===== src/logic/mem_stage_pkg.sv =====
`default_nettype none

package mem_stage_pkg;

    // One data or address word
    typedef logic [31:0] word_t;

    // Access width and signedness
    // Codes follow funct3 of the load opcode, stores use LB/LH/LW only
    typedef enum logic [2:0] {
        LB   = 3'b000,
        LH   = 3'b001,
        LW   = 3'b010,
        LBU  = 3'b100,
        LHU  = 3'b101,
        NONE = 3'b111
    } load_type_t;

    // Writeback source select
    typedef enum logic [2:0] {
        W_SEL_DLOAD = 3'd0,
        W_SEL_PC4   = 3'd1,
        W_SEL_IMM_U = 3'd2,
        W_SEL_ALU   = 3'd3,
        W_SEL_CSR   = 3'd4
    } w_sel_t;

    // Major opcode of JALR
    localparam logic [6:0] JALR_OPCODE = 7'b1100111;

endpackage

`default_nettype wire


===== src/logic/data_access_unit.sv =====
`timescale 1ns/100ps
`default_nettype none

module data_access_unit #(
    parameter bit BIG_ENDIAN_BUS = 1'b0
) (
    input  mem_stage_pkg::load_type_t load_type,
    input  mem_stage_pkg::word_t      alu_out,
    input  mem_stage_pkg::word_t      rs2_data,
    input  logic                      dren,
    input  logic                      dwen,
    input  logic                      suppress_data,
    input  mem_stage_pkg::word_t      dmem_rdata,
    output logic                      dmem_ren,
    output logic                      dmem_wen,
    output mem_stage_pkg::word_t      dmem_addr,
    output logic [3:0]                dmem_byte_en,
    output mem_stage_pkg::word_t      dmem_wdata,
    output mem_stage_pkg::word_t      load_data,
    output logic                      mal_load,
    output logic                      mal_store
);
    import mem_stage_pkg::*;

    logic [1:0] byte_offset;
    logic [3:0] byte_en_std;
    logic       mal_addr;

    // Strobes dropped while the hazard unit squashes the access
    assign dmem_ren    = dren && !suppress_data;
    assign dmem_wen    = dwen && !suppress_data;
    assign dmem_addr   = alu_out;
    assign byte_offset = alu_out[1:0];

    // Lane enables in address order
    always_comb begin
        case (load_type)
            LB, LBU: begin
                case (byte_offset)
                    2'b00:   byte_en_std = 4'b0001;
                    2'b01:   byte_en_std = 4'b0010;
                    2'b10:   byte_en_std = 4'b0100;
                    default: byte_en_std = 4'b1000;
                endcase
            end
            LH, LHU: begin
                case (byte_offset)
                    2'b00:   byte_en_std = 4'b0011;
                    2'b10:   byte_en_std = 4'b1100;
                    default: byte_en_std = 4'b0000;
                endcase
            end
            LW:      byte_en_std = 4'b1111;
            default: byte_en_std = 4'b0000;
        endcase
    end

    // Little-endian bus takes write lanes reversed
    generate
        if (BIG_ENDIAN_BUS) begin : g_bus_be
            assign dmem_byte_en = byte_en_std;
        end else begin : g_bus_le
            assign dmem_byte_en = dren ? byte_en_std
                                       : {byte_en_std[0], byte_en_std[1],
                                          byte_en_std[2], byte_en_std[3]};
        end
    endgenerate

    // Store data copied into every lane
    always_comb begin
        case (load_type)
            LB:      dmem_wdata = {4{rs2_data[7:0]}};
            LH:      dmem_wdata = {2{rs2_data[15:0]}};
            LW:      dmem_wdata = rs2_data;
            default: dmem_wdata = '0;
        endcase
    end

    always_comb begin
        case (load_type)
            LW:      mal_addr = (byte_offset != 2'b00);
            LH, LHU: mal_addr = byte_offset[0];
            default: mal_addr = 1'b0;
        endcase
    end

    assign mal_load  = dmem_ren && mal_addr;
    assign mal_store = dmem_wen && mal_addr;

    dmem_extender u_extender (
        .dmem_rdata (dmem_rdata),
        .load_type  (load_type),
        .byte_en    (dmem_byte_en),
        .ext_out    (load_data)
    );

endmodule

`default_nettype wire


===== src/logic/dmem_extender.sv =====
`timescale 1ns/100ps
`default_nettype none

module dmem_extender (
    input  mem_stage_pkg::word_t      dmem_rdata,
    input  mem_stage_pkg::load_type_t load_type,
    input  logic [3:0]                byte_en,
    output mem_stage_pkg::word_t      ext_out
);
    import mem_stage_pkg::*;

    logic [7:0]  sel_byte;
    logic [15:0] sel_half;

    // Lane picked by the byte enables
    always_comb begin
        case (byte_en)
            4'b0010: sel_byte = dmem_rdata[15:8];
            4'b0100: sel_byte = dmem_rdata[23:16];
            4'b1000: sel_byte = dmem_rdata[31:24];
            default: sel_byte = dmem_rdata[7:0];
        endcase
    end

    // Upper half only when lanes 3:2 are enabled
    assign sel_half = (byte_en == 4'b1100) ? dmem_rdata[31:16] : dmem_rdata[15:0];

    always_comb begin
        case (load_type)
            LB:      ext_out = {{24{sel_byte[7]}}, sel_byte};
            LBU:     ext_out = {24'h000000, sel_byte};
            LH:      ext_out = {{16{sel_half[15]}}, sel_half};
            LHU:     ext_out = {16'h0000, sel_half};
            LW:      ext_out = dmem_rdata;
            default: ext_out = '0;
        endcase
    end

endmodule

`default_nettype wire


===== src/logic/fence_tracker.sv =====
`timescale 1ns/100ps
`default_nettype none

module fence_tracker #(
    parameter bit WAIT_DONE = 1'b1
) (
    input  logic CLK,
    input  logic nRST,
    input  logic req,
    input  logic done_a,
    input  logic done_b,
    output logic pulse_a,
    output logic pulse_b,
    output logic stall
);

    logic active;
    logic flag_a;
    logic flag_b;
    logic flag_a_next;
    logic flag_b_next;
    logic pulse;
    logic all_done;

    // First cycle of a request seen while idle
    assign pulse   = req && !active;
    assign pulse_a = pulse;
    assign pulse_b = pulse;

    // A done arriving with the pulse still counts
    always_comb begin
        flag_a_next = flag_a;
        flag_b_next = flag_b;
        if (pulse) begin
            flag_a_next = 1'b0;
            flag_b_next = 1'b0;
        end
        if (done_a) begin
            flag_a_next = 1'b1;
        end
        if (done_b) begin
            flag_b_next = 1'b1;
        end
    end

    always_ff @(posedge CLK, negedge nRST) begin
        if (!nRST) begin
            active <= 1'b0;
            flag_a <= 1'b1;
            flag_b <= 1'b1;
        end else begin
            // Stays active as long as the request is held
            active <= req;
            flag_a <= flag_a_next;
            flag_b <= flag_b_next;
        end
    end

    // Without waiting, completion is taken as immediate
    assign all_done = (flag_a && flag_b) || !WAIT_DONE;
    assign stall    = active && !all_done;

endmodule

`default_nettype wire


===== src/logic/mem_stage.sv =====
`timescale 1ns/100ps
`default_nettype none

module mem_stage #(
    parameter bit BIG_ENDIAN_BUS = 1'b0,
    parameter bit TLB_WAIT       = 1'b1
) (
    input  logic                      CLK,
    input  logic                      nRST,
    // Execute/memory register fields
    input  logic                      valid,
    input  mem_stage_pkg::word_t      pc,
    input  mem_stage_pkg::word_t      pc4,
    input  mem_stage_pkg::word_t      instr,
    input  mem_stage_pkg::word_t      alu_out,
    input  mem_stage_pkg::word_t      rs2_data,
    input  mem_stage_pkg::word_t      imm_u,
    input  mem_stage_pkg::load_type_t load_type,
    input  mem_stage_pkg::w_sel_t     w_sel,
    input  logic                      dren,
    input  logic                      dwen,
    input  logic                      reg_write_in,
    input  logic [4:0]                rd_in,
    input  logic                      branch,
    input  logic                      branch_taken,
    input  logic                      prediction,
    input  mem_stage_pkg::word_t      predicted_addr,
    input  mem_stage_pkg::word_t      brj_addr,
    input  logic                      ifence,
    input  logic                      sfence,
    input  logic                      halt_in,
    input  logic                      suppress_data,
    input  mem_stage_pkg::word_t      csr_rdata,
    // Data bus
    output logic                      dmem_ren,
    output logic                      dmem_wen,
    output mem_stage_pkg::word_t      dmem_addr,
    output mem_stage_pkg::word_t      dmem_wdata,
    output logic [3:0]                dmem_byte_en,
    input  mem_stage_pkg::word_t      dmem_rdata,
    input  logic                      dmem_busy,
    input  logic                      dmem_error,
    // Cache and TLB control
    output logic                      icache_flush,
    output logic                      dcache_flush,
    output logic                      itlb_fence,
    output logic                      dtlb_fence,
    input  logic                      iflush_done,
    input  logic                      dflush_done,
    input  logic                      itlb_done,
    input  logic                      dtlb_done,
    // Hazard, writeback and forwarding
    output logic                      fence_stall,
    output logic                      mem_busy,
    output logic                      halt,
    output logic                      reg_write,
    output logic [4:0]                rd,
    output mem_stage_pkg::word_t      reg_wdata,
    output mem_stage_pkg::word_t      fw_data,
    output logic                      mal_load,
    output logic                      mal_store,
    output logic                      fault_load,
    output logic                      fault_store,
    // Branch predictor update
    output logic                      mispredict,
    output logic                      update_predictor,
    output logic                      update_taken,
    output mem_stage_pkg::word_t      update_addr,
    output mem_stage_pkg::word_t      update_pc,
    output logic                      update_direction,
    output logic                      is_jalr
);
    import mem_stage_pkg::*;

    word_t dload_ext;
    logic  cache_stall;
    logic  tlb_stall;

    data_access_unit #(
        .BIG_ENDIAN_BUS (BIG_ENDIAN_BUS)
    ) u_access (
        .load_type     (load_type),
        .alu_out       (alu_out),
        .rs2_data      (rs2_data),
        .dren          (dren),
        .dwen          (dwen),
        .suppress_data (suppress_data),
        .dmem_rdata    (dmem_rdata),
        .dmem_ren      (dmem_ren),
        .dmem_wen      (dmem_wen),
        .dmem_addr     (dmem_addr),
        .dmem_byte_en  (dmem_byte_en),
        .dmem_wdata    (dmem_wdata),
        .load_data     (dload_ext),
        .mal_load      (mal_load),
        .mal_store     (mal_store)
    );

    // ifence flushes both caches
    fence_tracker #(
        .WAIT_DONE (1'b1)
    ) u_cache_fence (
        .CLK     (CLK),
        .nRST    (nRST),
        .req     (ifence),
        .done_a  (iflush_done),
        .done_b  (dflush_done),
        .pulse_a (icache_flush),
        .pulse_b (dcache_flush),
        .stall   (cache_stall)
    );

    // sfence invalidates both TLBs
    fence_tracker #(
        .WAIT_DONE (TLB_WAIT)
    ) u_tlb_fence (
        .CLK     (CLK),
        .nRST    (nRST),
        .req     (sfence),
        .done_a  (itlb_done),
        .done_b  (dtlb_done),
        .pulse_a (itlb_fence),
        .pulse_b (dtlb_fence),
        .stall   (tlb_stall)
    );

    assign fence_stall = cache_stall || tlb_stall;
    assign mem_busy    = dmem_busy;
    assign halt        = halt_in;

    // Bus errors split by access direction
    assign fault_load  = dren && dmem_error;
    assign fault_store = dwen && dmem_error;

    // Predictor training, bubbles ignored
    assign update_predictor = branch && valid;
    assign update_taken     = branch_taken;
    assign update_addr      = brj_addr;
    assign update_pc        = pc;
    assign update_direction = instr[31];
    assign mispredict       = (predicted_addr != brj_addr) || (prediction != branch_taken);

    // Return through ra or t0
    assign is_jalr = (instr[6:0] == JALR_OPCODE) &&
                     ((instr[19:15] == 5'd1) || (instr[19:15] == 5'd5));

    assign reg_write = reg_write_in && !suppress_data;
    assign rd        = rd_in;

    always_comb begin
        case (w_sel)
            W_SEL_DLOAD: reg_wdata = dload_ext;
            W_SEL_PC4:   reg_wdata = pc4;
            W_SEL_IMM_U: reg_wdata = imm_u;
            W_SEL_ALU:   reg_wdata = alu_out;
            W_SEL_CSR:   reg_wdata = csr_rdata;
            default:     reg_wdata = '0;
        endcase
    end

    // Load data is not ready for forwarding here
    assign fw_data = (w_sel == W_SEL_DLOAD) ? '0 : reg_wdata;

endmodule

`default_nettype wire


===== config.mk =====
export PLATFORM = sky130hd
export DESIGN_NAME = mem_stage
export DESIGN_NICKNAME = d
export VERILOG_FILES = /design/src/logic/mem_stage_pkg.sv /design/src/logic/data_access_unit.sv /design/src/logic/dmem_extender.sv /design/src/logic/fence_tracker.sv /design/src/logic/mem_stage.sv
export SDC_FILE = /design/constraint.sdc
export NUM_CORES = 1
export LEC_CHECK = 0
export ABC_AREA = 1
export BUFFER_PORTS_ARGS = -buffer_cell sky130_fd_sc_hd__buf_2
export CAP_MARGIN = 10
export CORE_AREA = 2 2 223 225
export CTS_BUF_LIST = sky130_fd_sc_hd__clkbuf_16
export CTS_CLUSTER_SIZE = 14
export DETAILED_ROUTE_END_ITERATION = 8
export DIE_AREA = 0 0 225 227
export REMOVE_ABC_BUFFERS = 1
export SYNTH_ARGS = -nofsm -noshare
export SYNTH_HDL_FRONTEND = slang
export SYNTH_SLANG_ARGS = --single-unit

===== constraint.sdc =====
create_clock -name CLK -period 4 [get_ports CLK]
set_input_delay 1 -clock CLK [delete_from_list [all_inputs] [get_ports CLK]]
set_output_delay 1 -clock CLK [all_outputs]
set_load 0.02 [all_outputs]

Word level (Yosys, flattened, before mapping)
Index checks and enable logic that the tools add are counted.
{"block": "op_classes", "eq_ne": 19, "n_mux": 17, "reduce_logical": 33}
{"cell": "$pmux W32 S5", "n": 2}
{"cell": "$pmux W32 S3", "n": 1}
{"cell": "$mux W32", "n": 1}
{"cell": "$ne A32 B32 Y1", "n": 1}
{"cell": "$pmux W4 S3", "n": 2}
{"cell": "$pmux W8 S3", "n": 1}
{"cell": "$mux W16", "n": 1}
{"cell": "$logic_and A1 B1 Y1", "n": 15}
{"cell": "$reduce_bool A2 Y1", "n": 5}
{"cell": "$eq A3 B2 Y1 const B", "n": 3}
{"cell": "$eq A3 B3 Y1 const B", "n": 3}
{"cell": "$eq A4 B4 Y1 const B", "n": 2}
{"cell": "$pmux W4 S2", "n": 1}
{"cell": "$eq A7 B7 Y1 const B", "n": 1}
{"cell": "$eq A3 B1 Y1 const B", "n": 2}
{"cell": "$logic_not A3 Y1", "n": 2}
{"cell": "$mux W1", "n": 6}
{"cell": "$eq A5 B1 Y1 const B", "n": 1}
{"cell": "$eq A5 B3 Y1 const B", "n": 1}
{"cell": "$logic_not A1 Y1", "n": 5}
{"cell": "$eq A4 B2 Y1 const B", "n": 1}
{"cell": "$eq A4 B3 Y1 const B", "n": 1}
{"cell": "$mux W4", "n": 1}
{"cell": "$reduce_or A2 Y1", "n": 2}
{"cell": "other kinds (6)", "n": 8}
{"block": "totals", "register_bits": 6, "in_bits": 350, "wordCells": 75}

Logic depth before layout (Yosys ltp)
{"block": "logic_depth", "depth_word": 9, "mapped_depth": 16, "ltp_nobuf": 15}

Cells and area by module
Synthesis repeated with hierarchy kept, for this count alone.
{"block": "hier_totals", "cells_unflattened": 914, "hier_area_um2": 4699.5}
{"module": "mem_stage", "n_inst": 1, "cells_per_inst": 484, "area_each_um2": 2486.1}
{"module": "dmem_extender", "n_inst": 1, "cells_per_inst": 233, "area_each_um2": 1112.3}
{"module": "data_access_unit", "n_inst": 1, "cells_per_inst": 169, "area_each_um2": 848.3}
{"module": "fence_tracker", "n_inst": 2, "cells_per_inst": 14, "area_each_um2": 126.4}

Worst setup path before layout
Ideal clock, no wire load.
{"block": "synth_timing", "kind": "input -> output", "from": "input port load_type[1]", "to": "output port reg_wdata[11]", "t_arrival_ns": 2.620, "slack_ns": 0.380, "stages": 14, "n_path_buf": 3, "cell_sequence": "buf_4 > nor2_4 > nand2_1 > nand3_2 > nand2_1 > nand2_2 > nand2_1 > buf_2 > nand4_4 > nand3_4 > buf_6 > nand2_1 > nand2_1 > nand2_1"}
{"block": "synth_via", "elab_chain_cells": 8, "word_cells_on_any_way": 17}
{"item": "start, declared", "line_no": "mem_stage.sv:18", "source": "input mem_stage_pkg::load_type_t load_type,"}
{"item": "$eq A3 B1 Y1 (tied with other cells)", "line_no": "data_access_unit.sv:37", "source": "case (load_type)"}
{"item": "$reduce_or A2 Y1", "line_no": "data_access_unit.sv:37"}
{"item": "$pmux W4 S3 (*)", "line_no": "data_access_unit.sv:37"}
{"item": "$mux W4 (*)", "line_no": "data_access_unit.sv:63", "source": "assign dmem_byte_en = dren ? byte_en_std"}
{"item": "via dmem_byte_en[2]", "line_no": "mem_stage.sv:39", "source": "output logic [3:0] dmem_byte_en,"}
{"item": "$eq A4 B4 Y1 (tied with other cells)", "line_no": "dmem_extender.sv:17", "source": "case (byte_en)"}
{"item": "$pmux W8 S3 / $mux W16 (equally long branches)", "line_no": "dmem_extender.sv:17, dmem_extender.sv:26"}
{"item": "$pmux W32 S5 (*)", "line_no": "dmem_extender.sv:29", "source": "case (load_type)"}
{"item": "$pmux W32 S5 (*)", "line_no": "mem_stage.sv:151", "source": "case (w_sel)"}
{"item": "end, declared", "line_no": "mem_stage.sv:58", "source": "output mem_stage_pkg::word_t reg_wdata,"}
The timed path passes the listed nets; every way through them passes the cells marked *.

Worst setup path after layout
{"block": "layout_timing", "from": "input port alu_out[1]", "to": "output port reg_wdata[15]"}
{"block": "layout_via", "elab_chain_cells": 8, "word_cells_on_any_way": 15}
{"item": "start, declared", "line_no": "mem_stage.sv:15", "source": "input mem_stage_pkg::word_t alu_out,"}
{"item": "$eq A2 B2 Y1 (tied with other cells)", "line_no": "data_access_unit.sv:39, data_access_unit.sv:47"}
{"item": "$pmux W4 S3 / $pmux W4 S2 (equally long branches)", "line_no": "data_access_unit.sv:39, data_access_unit.sv:47"}
{"item": "$pmux W4 S3 (*)", "line_no": "data_access_unit.sv:37"}
{"item": "$mux W4 (*)", "line_no": "data_access_unit.sv:63"}
{"item": "$eq A4 B4 Y1 (tied with other cells)", "line_no": "dmem_extender.sv:17"}
{"item": "$pmux W8 S3 / $mux W16 (equally long branches)", "line_no": "dmem_extender.sv:17, dmem_extender.sv:26"}
{"item": "$pmux W32 S5 (*)", "line_no": "dmem_extender.sv:29"}
{"item": "$pmux W32 S5 (*)", "line_no": "mem_stage.sv:151"}
Every way passes the cells marked *; elsewhere a longest branch is shown, timed or not.

==> impl_metrics.tcl <==
set metrics [dict create \
    finalSetupViolCount 0 \
    worstSetupPathType "in -> out" \
    start_util_pct 9.755 \
    portBuffers 469 \
    dr.pass1.iters 5 \
    place_inst 1894 \
    cts-buffers-inserted 3 \
    crit_path_max_incr_delay_ps 240 \
    grt_overflow 0 \
    clk_latency_ps 230 \
    max_freq_ghz 0.2594 \
    fin_total_pwr_mw 1.133 \
    relSlewSlack_pct 61.22 \
    instances_no_fill 1903 \
    synth_top_cells_by_area "nand2_1, buf_4, inv_1, nand3_1, a22o_1" \
    grt_start_max_net_pins 33 \
    layout.nets 1630 \
    crit_chain "buf_2, inv_1, nand2_2, o21ai_2, nand2_1, nand2_2, nand3_1, nand2_1, nor2_1, nand2_2, nand3_4, buf_12, nand2_1, nand2_1, nand2_1, buf_2" \
    seq_area_frac_synth_pct 3.276 \
    gp_congestion 0.7869 \
    cts-root-buf "clkbuf_16" \
    die_w_um 225 \
    status "completed" \
    min_period_ps 3855 \
    clockBufferDepth 2 \
    leakagePower_nw 4.767 \
    syn_inst 913 \
    path_clk_slew_ps 30 \
    drive_above_1_share_pct 43.82 \
    cts_tree "yes" \
    dp_hpwl_mm 26.96 \
    critPathMostFrequentCell "nand2_1" \
    worst_pin_slew_ps 577.3 \
    ys_seq_elements 6 \
    grt_pass1_wl_mm 40.35 \
    min_period_over_period_pct 96.39 \
    cp.arrival_ps 2860 \
    syn2layout_area_growth_pct 56.27 \
    final.setup_skew_ps 0.08382 \
    worstSetupEndpointType "output pin" \
    globalRouteTotalUtil_pct 11.10 \
    clock_sinks 6 \
    min_to "u_tlb_fence.flag_a" \
    yosysTopAreaCell "nand2_1" \
    whs_path_depth 2 \
    ys_types 36 \
    final_common_cell "buf_2" \
    row_count 81 \
    vias 6800 \
    synth-edff-count 0 \
    path_max_fanout 11 \
    synthFlopType "dfstp_2" \
    die_area_mm2 0.05108 \
    synth_top_area_share_pct 23.22 \
    ioPinCount 570 \
    final_util_pct 15.25 \
    grt_pass1_vias 5881 \
    drc_errors 0 \
    worst_setup_path_start_kind "primary input" \
    max_cap_violations 0 \
    slowest_stage "o21ai_2" \
    hold_viol 0 \
    viasPerCell 3.573 \
    routed_wl_mm 31.25 \
    cp.required_ps 3000 \
    avgSynthCellArea_um2 5.187 \
    rr_worst_depth 2 \
    synthArstFlopShare_pct 100.0 \
    drtIter0Drc 439 \
    p_per_area_mw_per_mm2 153.1 \
    vdd_drop_max_v 0.0002103 \
    min-delay-start "u_tlb_fence.flag_a" \
    synth_warnings 0 \
    r2r-start "u_tlb_fence.active" \
    slew_viol_final 0 \
    crit_buf_inv 4 \
    cts_hold_buf 0 \
    worst_r2r_endpoint "u_tlb_fence.flag_a" \
    antenna_found_initial 10 \
    core_area_mm2 0.04855 \
    dieHeight_um 227 \
    routedWlPerCell_um 16.42 \
    ant_nets 0 \
    syn-cell-area_mm2 0.004736 \
    min_path_type "reg -> reg" \
    critical-path-top-delay-family "simple AND/OR/NAND/NOR gates" \
    final_cell_mix "buf_2, nand2_1, inv_1" \
    htree_levels 1 \
    r2r_setup_slack_ps 3240 \
]
stage by stage:
step | hold slack [ps] | setup slack, ps | TNS [ps] | area (µm²)
after floorplan | 460.9 | -217.1 | -13240 | 3755
after global placement | 475.8 | 48.21 | 0 | 7243
after detailed placement | 477.9 | 37.91 | 0 | 7243
after CTS | 483.7 | 33.54 | 0 | 7318
after global routing | 509.1 | -25.26 | -157.5 | 7393
final | 479.2 | 144.5 | 0 | 7401
how the worst max path moves through the flow:
stage | start | to | slack, ps | cells after the start
floorplan | w_sel[2] | reg_wdata[10] | -220 | 4
global placement | load_type[1] | reg_wdata[31] | 50 | 16
detailed placement | alu_out[0] | reg_wdata[18] | 40 | 15
CTS | alu_out[0] | reg_wdata[18] | 30 | 15
global route | alu_out[1] | reg_wdata[19] | -30 | 16
finish | alu_out[1] | reg_wdata[15] | 140 | 16
registers in the layout (all words and copies together) (netlist names):
name / cells
u_cache_fence.active: 1
u_cache_fence.flag_a: 1
u_cache_fence.flag_b: 1
u_tlb_fence.active: 1
u_tlb_fence.flag_a: 1
u_tlb_fence.flag_b: 1
report_power, final:
group          switching, mW  internal (mW)  leakage (nW)
sequential           0.00112         0.0666        0.0655
combinational          0.559          0.342          4.66
clock                 0.0356          0.128        0.0370
total                  0.596          0.538          4.77
kinds of logic (layout without fill, tap and decap cells):
| group | count (synthesis) | in the layout | share of synthesized area, % |
|---|---|---|---|
| AND/OR/NAND/NOR | 474 | 475 | 44.33 |
| buffers and inverters | 309 | 673 | 33.87 |
| AO/OA/AOI/OAI | 97 | 97 | 13.53 |
| XOR/XNOR | 27 | 27 | 4.993 |
| flip-flops | 6 | 6 | 3.276 |
| other | 0 | 3 | 0 |
worst min-delay path: cells and delay by family, from the launching register on:
family / cells / cell delay [ps]
flops: 1 / 350
compound gates: 1 / 70
buf+inv: 1 / 50
what timing repair did:
action,in CTS,in global routing
buffers inserted,0,2
setup endpoints to repair,0,31
gates resized for setup,0,14
hold endpoints to repair,0,0
metal layers:
layer | vias to the layer above | track usage [%] | wire length (µm) | share of wire, %
met5 | - | 2.277 | 195 | 0.62
met4 | 12 | 0.7263 | 164 | 0.52
met3 | 36 | 5.459 | 3562 | 11
met2 | 358 | 16.85 | 13410 | 43
met1 | 2953 | 14.53 | 13920 | 45
li1 | 3441 | - | - | -
cell usage after synthesis, types with 2 or more instances:
cell      count
nand2_1     293
nor4b_1       2
o22ai_1       2
nor4_1        4
o21ai_1       7
nor2_1       61
xor2_1        9
nand2_4       2
o21bai_1      4
inv_2         4
buf_2         7
buf_4       108
dfrtp_1       2
dfstp_2       4
o211ai_1      5
nand3_1      68
nand2_2       8
o21ai_2       2
o21ai_0      44
nand3_4       3
nor2_8        2
xnor2_1      18
nor3_1        6
or2_2         5
nand3_2       2
buf_6         4
nor2_4        2
inv_1       162
nor2_2        2
clkbuf_1     23
a22o_1       32
nand4_1      12
area by class of cell:
type	count	area [µm²]
clock buffers	3	75.07
repair buffers	504	2715
multi-input cells	599	3044
diodes	3	7.507
fillers	5692	41140
flip-flops and latches	6	155.1
inverters	166	625.6
well taps	622	778.2
(Power assumes the default switching activity.)
